--- src/design/vita_time_pkg.sv ---
package vita_time_pkg;

   // 64-bit time value, whole seconds above ticks within the second
   typedef struct packed
   {
      logic [31:0] seconds;
      logic [31:0] ticks;
   } vita_time_t;

   // setting-bus word offsets, added to BASE by the time keeper
   localparam int unsigned REG_NEXT_SECS  = 0; // a write here arms the preset
   localparam int unsigned REG_NEXT_TICKS = 1;
   localparam int unsigned REG_PPS_CTRL   = 2;
   localparam int unsigned REG_PPS_IMM    = 3; // load at once instead of on PPS
   localparam int unsigned REG_TPS        = 4;

   // word offsets of the read space
   localparam int unsigned RD_TIME_SECS  = 0; // also snapshots the ticks word
   localparam int unsigned RD_TIME_TICKS = 1;

   // PPS control word, bit 0 of REG_PPS_CTRL
   typedef struct packed
   {
      logic sample_rising; // 1 samples pps on the rising clock edge
   } pps_ctrl_t;

   localparam int unsigned PPS_CTRL_W = $bits(pps_ctrl_t);

endpackage

--- src/design/bus_pkg.sv ---
package bus_pkg;

   localparam int unsigned AXIL_ADDR_W = 12;
   localparam int unsigned AXIL_DATA_W = 32;

   localparam logic [1:0] RESP_OKAY = 2'b00;

   // AXI4-Lite master to slave
   typedef struct packed
   {
      logic                     awvalid;
      logic [AXIL_ADDR_W-1:0]   awaddr;
      logic                     wvalid;
      logic [AXIL_DATA_W-1:0]   wdata;
      logic [AXIL_DATA_W/8-1:0] wstrb;
      logic                     bready;
      logic                     arvalid;
      logic [AXIL_ADDR_W-1:0]   araddr;
      logic                     rready;
   } axil_req_t;

   // AXI4-Lite slave to master
   typedef struct packed
   {
      logic                   awready;
      logic                   wready;
      logic                   bvalid;
      logic [1:0]             bresp;
      logic                   arready;
      logic                   rvalid;
      logic [AXIL_DATA_W-1:0] rdata;
      logic [1:0]             rresp;
   } axil_rsp_t;

   // one-cycle register write stroke, addr is a word address
   typedef struct packed
   {
      logic        stb;
      logic [7:0]  addr;
      logic [31:0] data;
   } setting_bus_t;

endpackage
--- src/design/vita_timer_top.sv ---
`timescale 1ns/100ps

module vita_timer_top
   import bus_pkg::*, vita_time_pkg::*;
#(
   parameter logic [31:0] TICKS_PER_SEC = 32'd100000000,
   parameter int unsigned BASE          = 0
)
(
   input  logic       clk,
   input  logic       rst,
   input  axil_req_t  axil_req,
   output axil_rsp_t  axil_rsp,
   input  logic       pps,
   output vita_time_t vita_time,
   output logic       pps_int
);

   setting_bus_t setting;
   pps_ctrl_t    pps_ctrl;
   logic         pps_edge;

   axil_setting_bridge bridge_i (
      .clk       (clk),
      .rst       (rst),
      .axil_req  (axil_req),
      .axil_rsp  (axil_rsp),
      .setting   (setting),
      .vita_time (vita_time)
   );

   time_64bit #(
      .TICKS_PER_SEC (TICKS_PER_SEC),
      .BASE          (BASE)
   ) time_i (
      .clk       (clk),
      .rst       (rst),
      .setting   (setting),
      .pps_edge  (pps_edge),
      .pps_ctrl  (pps_ctrl),
      .vita_time (vita_time)
   );

   pps_capture pps_i (
      .clk      (clk),
      .rst      (rst),
      .pps      (pps),
      .ctrl     (pps_ctrl),
      .pps_edge (pps_edge)
   );

   assign pps_int = pps_edge;

endmodule

--- src/design/time_64bit.sv ---
`timescale 1ns/100ps

module time_64bit
   import bus_pkg::*, vita_time_pkg::*;
#(
   parameter logic [31:0] TICKS_PER_SEC = 32'd100000000,
   parameter int unsigned BASE          = 0
)
(
   input  logic         clk,
   input  logic         rst,
   input  setting_bus_t setting,
   input  logic         pps_edge,
   output pps_ctrl_t    pps_ctrl,
   output vita_time_t   vita_time
);

   logic [31:0] next_secs;
   logic [31:0] next_ticks;
   logic [31:0] tps;
   logic        set_imm;
   logic        arm_stb;
   logic        armed;
   logic        load_evt;
   logic [31:0] ticks_plus_one;
   vita_time_t  time_q;

   setting_reg #(.my_addr(8'(BASE + REG_NEXT_SECS)), .width(32), .at_reset(32'd0))
      next_secs_reg_i
      (.clk(clk), .rst(rst), .setting(setting), .out(next_secs), .changed(arm_stb));

   setting_reg #(.my_addr(8'(BASE + REG_NEXT_TICKS)), .width(32), .at_reset(32'd0))
      next_ticks_reg_i
      (.clk(clk), .rst(rst), .setting(setting), .out(next_ticks), .changed());

   setting_reg #(.my_addr(8'(BASE + REG_PPS_CTRL)), .width(PPS_CTRL_W), .at_reset('0))
      pps_ctrl_reg_i
      (.clk(clk), .rst(rst), .setting(setting), .out(pps_ctrl), .changed());

   setting_reg #(.my_addr(8'(BASE + REG_PPS_IMM)), .width(1), .at_reset(1'b0))
      pps_imm_reg_i
      (.clk(clk), .rst(rst), .setting(setting), .out(set_imm), .changed());

   setting_reg #(.my_addr(8'(BASE + REG_TPS)), .width(32), .at_reset(TICKS_PER_SEC))
      tps_reg_i
      (.clk(clk), .rst(rst), .setting(setting), .out(tps), .changed());

   assign load_evt = armed & (set_imm | pps_edge);

   // an unarmed pps or immediate flag also clears the flag
   always_ff @(posedge clk)
   begin
      if (rst)
         armed <= 1'b0;
      else if (arm_stb)
         armed <= 1'b1;
      else if (set_imm | pps_edge)
         armed <= 1'b0;
   end

   assign ticks_plus_one = time_q.ticks + 32'd1;

   always_ff @(posedge clk)
   begin
      if (rst)
         time_q <= '0;
      else if (load_evt)
      begin
         time_q.seconds <= next_secs;
         time_q.ticks   <= next_ticks;
      end
      else if (ticks_plus_one == tps)
      begin
         time_q.seconds <= time_q.seconds + 32'd1;
         time_q.ticks   <= '0;
      end
      else
         time_q.ticks <= ticks_plus_one;
   end

   assign vita_time = time_q;

   tps_nonzero_a: assert property (@(posedge clk) disable iff (rst) tps != '0)
      else $error("ticks-per-second set to zero");

endmodule

--- src/design/axil_setting_bridge.sv ---
`timescale 1ns/100ps

module axil_setting_bridge
   import bus_pkg::*, vita_time_pkg::*;
(
   input  logic         clk,
   input  logic         rst,
   input  axil_req_t    axil_req,
   output axil_rsp_t    axil_rsp,
   output setting_bus_t setting,
   input  vita_time_t   vita_time
);

   logic        wr_ready;
   logic        bvalid;
   logic        rd_ready;
   logic        rvalid;
   logic        wr_accept;
   logic        rd_accept;
   logic        stb;
   logic [7:0]  stb_addr;
   logic [31:0] stb_data;
   logic [31:0] rdata;
   logic [31:0] ticks_snap;
   logic [7:0]  rd_word;

   assign wr_accept = wr_ready & axil_req.awvalid & axil_req.wvalid;
   assign rd_accept = rd_ready & axil_req.arvalid;
   assign rd_word   = axil_req.araddr[9:2]; // byte address to word offset

   always_ff @(posedge clk)
   begin
      if (rst)
      begin
         wr_ready <= 1'b0;
         bvalid   <= 1'b0;
         stb      <= 1'b0;
      end
      else
      begin
         wr_ready <= axil_req.awvalid & axil_req.wvalid & ~bvalid & ~wr_ready;
         stb      <= wr_accept; // stroke goes out the cycle after the handshake
         if (wr_accept)
            bvalid <= 1'b1;
         else if (axil_req.bready)
            bvalid <= 1'b0;
      end
   end

   always_ff @(posedge clk)
   begin
      if (wr_accept)
      begin
         stb_addr <= axil_req.awaddr[9:2];
         stb_data <= axil_req.wdata; // strobes are ignored, whole word replaced
      end
   end

   always_ff @(posedge clk)
   begin
      if (rst)
      begin
         rd_ready <= 1'b0;
         rvalid   <= 1'b0;
      end
      else
      begin
         rd_ready <= axil_req.arvalid & ~rvalid & ~rd_ready;
         if (rd_accept)
            rvalid <= 1'b1;
         else if (axil_req.rready)
            rvalid <= 1'b0;
      end
   end

   always_ff @(posedge clk)
   begin
      if (rd_accept)
      begin
         case (rd_word)
            8'(RD_TIME_SECS):
            begin
               rdata      <= vita_time.seconds;
               ticks_snap <= vita_time.ticks; // keeps the pair coherent
            end
            8'(RD_TIME_TICKS):
               rdata <= ticks_snap;
            default:
               rdata <= '0;
         endcase
      end
   end

   always_comb
   begin
      axil_rsp         = '0;
      axil_rsp.awready = wr_ready;
      axil_rsp.wready  = wr_ready;
      axil_rsp.bvalid  = bvalid;
      axil_rsp.bresp   = RESP_OKAY;
      axil_rsp.arready = rd_ready;
      axil_rsp.rvalid  = rvalid;
      axil_rsp.rdata   = rdata;
      axil_rsp.rresp   = RESP_OKAY;
   end

   assign setting.stb  = stb;
   assign setting.addr = stb_addr;
   assign setting.data = stb_data;

   bvalid_hold_a: assert property (@(posedge clk) disable iff (rst)
      axil_rsp.bvalid && !axil_req.bready |=> axil_rsp.bvalid)
      else $error("bvalid dropped before bready");

   rvalid_hold_a: assert property (@(posedge clk) disable iff (rst)
      axil_rsp.rvalid && !axil_req.rready |=> axil_rsp.rvalid)
      else $error("rvalid dropped before rready");

endmodule

--- src/design/pps_capture.sv ---
`timescale 1ns/100ps

module pps_capture
   import vita_time_pkg::*;
(
   input  logic      clk,
   input  logic      rst,
   input  logic      pps,
   input  pps_ctrl_t ctrl,
   output logic      pps_edge
);

   logic       pps_pos;
   logic       pps_neg;
   logic       pps_sel;
   logic [1:0] pps_del;

   always_ff @(posedge clk)
   begin
      pps_pos <= pps;
   end

   // the falling-edge sample gives half a cycle more margin on a late PPS
   always_ff @(negedge clk)
   begin
      pps_neg <= pps;
   end

   assign pps_sel = ctrl.sample_rising ? pps_pos : pps_neg;

   always_ff @(posedge clk)
   begin
      if (rst)
         pps_del <= 2'b00;
      else
         pps_del <= {pps_del[0], pps_sel};
   end

   assign pps_edge = pps_del[0] & ~pps_del[1]; // low to high step

   pps_edge_single_a: assert property (@(posedge clk) disable iff (rst)
      pps_edge |=> !pps_edge)
      else $error("pps_edge high for more than one cycle");

endmodule

--- src/design/setting_reg.sv ---
`timescale 1ns/100ps

module setting_reg
   import bus_pkg::*;
#(
   parameter logic [7:0]       my_addr  = 8'd0,
   parameter int unsigned      width    = 32,
   parameter logic [width-1:0] at_reset = '0
)
(
   input  logic             clk,
   input  logic             rst,
   input  setting_bus_t     setting,
   output logic [width-1:0] out,
   output logic             changed
);

   logic hit;

   assign hit = setting.stb && (setting.addr == my_addr);

   always_ff @(posedge clk)
   begin
      if (rst)
      begin
         out     <= at_reset;
         changed <= 1'b0;
      end
      else
      begin
         changed <= hit; // lines up with the new value on out
         if (hit)
            out <= setting.data[width-1:0];
      end
   end

endmodule

--- config.mk ---
export PLATFORM = sky130hd
export DESIGN_NAME = vita_timer_top
export DESIGN_NICKNAME = d
export VERILOG_FILES = /design/src/design/vita_time_pkg.sv /design/src/design/bus_pkg.sv /design/src/design/vita_timer_top.sv /design/src/design/time_64bit.sv /design/src/design/axil_setting_bridge.sv /design/src/design/pps_capture.sv /design/src/design/setting_reg.sv
export SDC_FILE = /design/constraint.sdc
export NUM_CORES = 1
export LEC_CHECK = 0
export ABC_AREA = 1
export CAP_MARGIN = 0
export CORE_UTILIZATION = 55
export CTS_BUF_LIST = sky130_fd_sc_hd__clkbuf_4 sky130_fd_sc_hd__clkbuf_8 sky130_fd_sc_hd__clkbuf_16
export DETAILED_ROUTE_END_ITERATION = 10
export DONT_BUFFER_PORTS = 1
export PLACE_DENSITY = 0.72
export SLEW_MARGIN = 20
export SYNTH_ARGS = -nofsm -noshare
export SYNTH_HDL_FRONTEND = slang
export SYNTH_SLANG_ARGS = --single-unit
--- constraint.sdc ---
create_clock -name clk -period 7 [get_ports clk]
set_clock_uncertainty 0.1 [all_clocks]
set_input_delay 1.4 -clock clk [delete_from_list [all_inputs] [get_ports clk]]
set_output_delay 1.4 -clock clk [all_outputs]
set_load 0.01 [all_outputs]
# Word level (Yosys, flattened, before mapping)
# Index checks and enable logic that the tools add are counted.
# W data, S select, Z words.
# totals
regBits,277
input_bits,68
output_inout_bits,106
word_cells,68
# classes
n_addsub,2
eq_ne,6
muxes,11
bitwise_logic,16
reduce_logical,12
# ops
operator,n
$add A32 B1 Y32 const B,2
$mux W32,2
$mux W64,1
$pmux W32 S2,1
$eq A32 B32 Y1,1
$eq A8 B1 Y1 const B,2
$eq A8 B2 Y1 const B,2
$logic_not A8 Y1,2
$and A1 B1 Y1,10
$eq A8 B3 Y1 const B,1
$reduce_bool A2 Y1,4
$mux W1,7
$logic_and A1 B1 Y1,5
$not A1 Y1,5
$reduce_and A2 Y1,1
$or A1 B1 Y1,1

# Depth between registers and ports, before layout
# logic_depth
ltp_word,5
depth_mapped,18
mapped_depth_nobuf,18

# Cells and area by module
# Synthesis repeated with hierarchy kept, for this count alone.
# hier_totals
cells_unflattened,1923
hier_area_um2,14023.4
# modules_own_cells
mod,instances,cells_per_inst,area_per_inst_um2,seq_area_each_um2
time_64bit,1,972,5331.4,1301.2
axil_setting_bridge,1,255,3963.8,3223.1
setting_reg (time_i.next_ticks_reg_i),1,222,1493.9,660.6
setting_reg (time_i.next_secs_reg_i),1,219,1486.4,660.6
setting_reg (time_i.tps_reg_i),1,196,1368.8,660.6
setting_reg (time_i.pps_ctrl_reg_i),1,24,133.9,40.0
setting_reg (time_i.pps_imm_reg_i),1,21,125.1,40.0
pps_capture,1,14,120.1,80.1

==> flow_summary.toml <==
[yosys]
ys.flop_type = "dfxtp_1"
yosys-top-cells-count = "nand2_1, nor2_1, dfxtp_1, inv_1, nand3_1"
synthArstFlopShare_pct = 0
yosysMostFrequentCell = "nand2_1"
syn_area_per_cell_sq_um = 7.85
synth-warning-count = 0
yosysTopAreaCell = "dfxtp_1"
synth.area.top_cells = "dfxtp_1, edfxtp_1, nand2_1"
ys_ff_latch = 277
yosysTopAreaCellShare_pct = 27.7
syn_inst = 1591
synth_cell_types = 38
synth-edff-count = 104
yosysSeqAreaShare_pct = 52.8
netlist_area_sq_um = 12500

[place]
place_ws_ns = 1.90
gp_congestion = 0.951
dpl.hpwl_um = 21300
io_buffers = 0

[run_status]
status = "finished with violations"
violations = "DRC"

[cts]
path_clk_slew_ns = 0.06
cts-root-buf = "clkbuf_16"
cts_resized = 0
cts_tree = "built"
worstSkewPairLatency_ns = 0.57
cts_setup_buffers = 0
hold_buffers = 0
cts_sinks = 277
clockBufferDepth = 3
cts_buffers = 28
htreeDepth = 1

[drt]
route.met3.wl_um = 3100
drc = 13
ant_nets = 0
top_layer = "met4"
routedLengthMet1_um = 13900
via_per_inst = 5.55
drt_wl_total_um = 31200
wl_met2_um = 13600
vias = 10300
post_drt_wl_per_cell_um = 16.8
dr.first_iter.drc_count = 748
dr.pass1.iters = 11

[worst_setup_path]
cp_max_fo = 2
arrival_ns = 1.40
cp-end-kind = "flip-flop"
startpoint_type = "input port"
setup.worst_path.class = "in2reg"
cp.required_ns = 3.88

[sta]
max_slew_margin_pct = 37.0
drv_slew = 0
rsz0062_at_grt = "no"
setup_tns_ns = 0
setup_ws_ns = 2.48
worstMarginPinSlew_ns = 0.944
hold_violations = 0
final-setup-viol-count = 0

[pwr]
p_leak_nw = 5.05
p_per_area_nw_per_um2 = 243
peakVddDrop_uv = 236

[global_routing]
antenna_found_initial = 0
grt_pass1_wl_um = 49100
grt_max_degree = 102
overflow = 0
grt_usage_pct = 26.5
grt_pass1_vias = 9238

[final_layout]
final_nets = 1628
num_antenna_cells = 0
synthToLayoutAreaGrowth_pct = 8.76
drive_gt1_share_pct = 5.25
fillers = 2007

[job]
max-cap-violations = 0

[floorplan]
start_util_pct = 56.7
die_area_sq_um = 23300
pin_count = 174
die_h_um = 153
rows = 54
die_w_um = 153
core_sq_um = 22000

[worst_hold_path]
hold_class = "reg2reg"
==> where the power goes <==
group          internal (mW)  switching, mW  leakage [nW]  total [mW]
Sequential              1.68         0.0121          2.33        1.69
Clock                  0.973          0.603         0.503        1.58
Combinational         0.0111         0.0269          2.22      0.0380
==> routing by layer <==
metal	vias to the layer above	track usage [%]
met3	56	5.46
met5	-	0
met2	456	40.7
met4	0	7.50
met1	4697	37.8
li1	5116	-
==> per-stage QoR <==
| stage | cell area [sq um] | hold WS [ns] | total power, mW | utilization (%) | cells |
|---|---|---|---|---|---|
| after CTS | 13600 | 0.334 | 3.33 | 61.6 | 1860 |
| after floorplan | 12500 | 0.311 | 1.76 | - | 1594 |
| after global placement | 12600 | 0.317 | 1.76 | 57.1 | 1808 |
| after detailed placement | 12600 | 0.327 | 1.77 | 57.1 | 1808 |
| after global routing | 13600 | 0.351 | 3.41 | 61.6 | 1860 |
| final | 13600 | 0.329 | 3.30 | 61.6 | 1860 |
==> layout by cell type, fill, tap and decap left out, types with 5 or more instances in the layout <==
cell / count
o22ai_1: 32
dfxtp_1: 173
nor2_1: 223
nand2_1: 377
nand3b_1: 10
nor3_1: 21
nor2_2: 6
inv_1: 162
clkinv_2: 5
nor4_1: 6
clkbuf_16: 30
edfxtp_1: 104
nand4_1: 11
clkbuf_4: 9
xor2_1: 26
buf_4: 11
o21ai_0: 101
nand3_1: 135
a21oi_1: 85
o211ai_1: 12
nor2_4: 6
==> worst min-delay path, cell delays in order, from the launching register on <==
cell and delay, ns:
dfxtp_1 0.30, inv_1 0.06, nor2_1 0.04
==> worst paths after layout <==
check,start,end,slack [ns],depth (start not counted)
worst min register to register,pps_i.pps_del[0],pps_i.pps_del[1],0.33,2
worst max-delay path,pps,pps_i.pps_neg,2.48,0
worst min-delay path,pps_i.pps_del[0],pps_i.pps_del[1],0.33,2
worst max register to register,pps_i.pps_neg,pps_i.pps_del[0],2.78,2
==> logic make-up (layout without fill, tap and decap cells) <==
logic type	after synthesis	after routing	share of synthesized area [%]
and+or+nand+nor	802	802	27.0
xor gates and xnor gates	29	29	2.03
other	1	4	0.0300
DFF	277	277	52.8
muxes	1	1	0.0802
AOI/OAI and AO/OA	235	235	10.1
buffers and inverters	244	230	7.85
adders and majority gates	2	2	0.200
==> registers in the layout, summed over array words and instances (netlist names), 8 cells and up <==
name                         flops
bridge_i.rdata                  32
time_i.next_ticks_reg_i.out     32
time_i.vita_time                64
bridge_i.stb_data               32
bridge_i.stb_addr                8
time_i.tps_reg_i.out            32
time_i.next_secs_reg_i.out      32
bridge_i.ticks_snap             32
==> layout make-up <==
cell class	count	area, sq um	area share [%]
sequential	277	6590	48.5
multi-input combinational	1073	4940	36.4
clock buffer	40	832	6.13
inverter	166	623	4.59
tap	280	350	2.58
clock inverter	13	161	1.19
timing repair buffer	11	82.6	0.608
No activity file was read; power rests on OpenSTA's default activity.
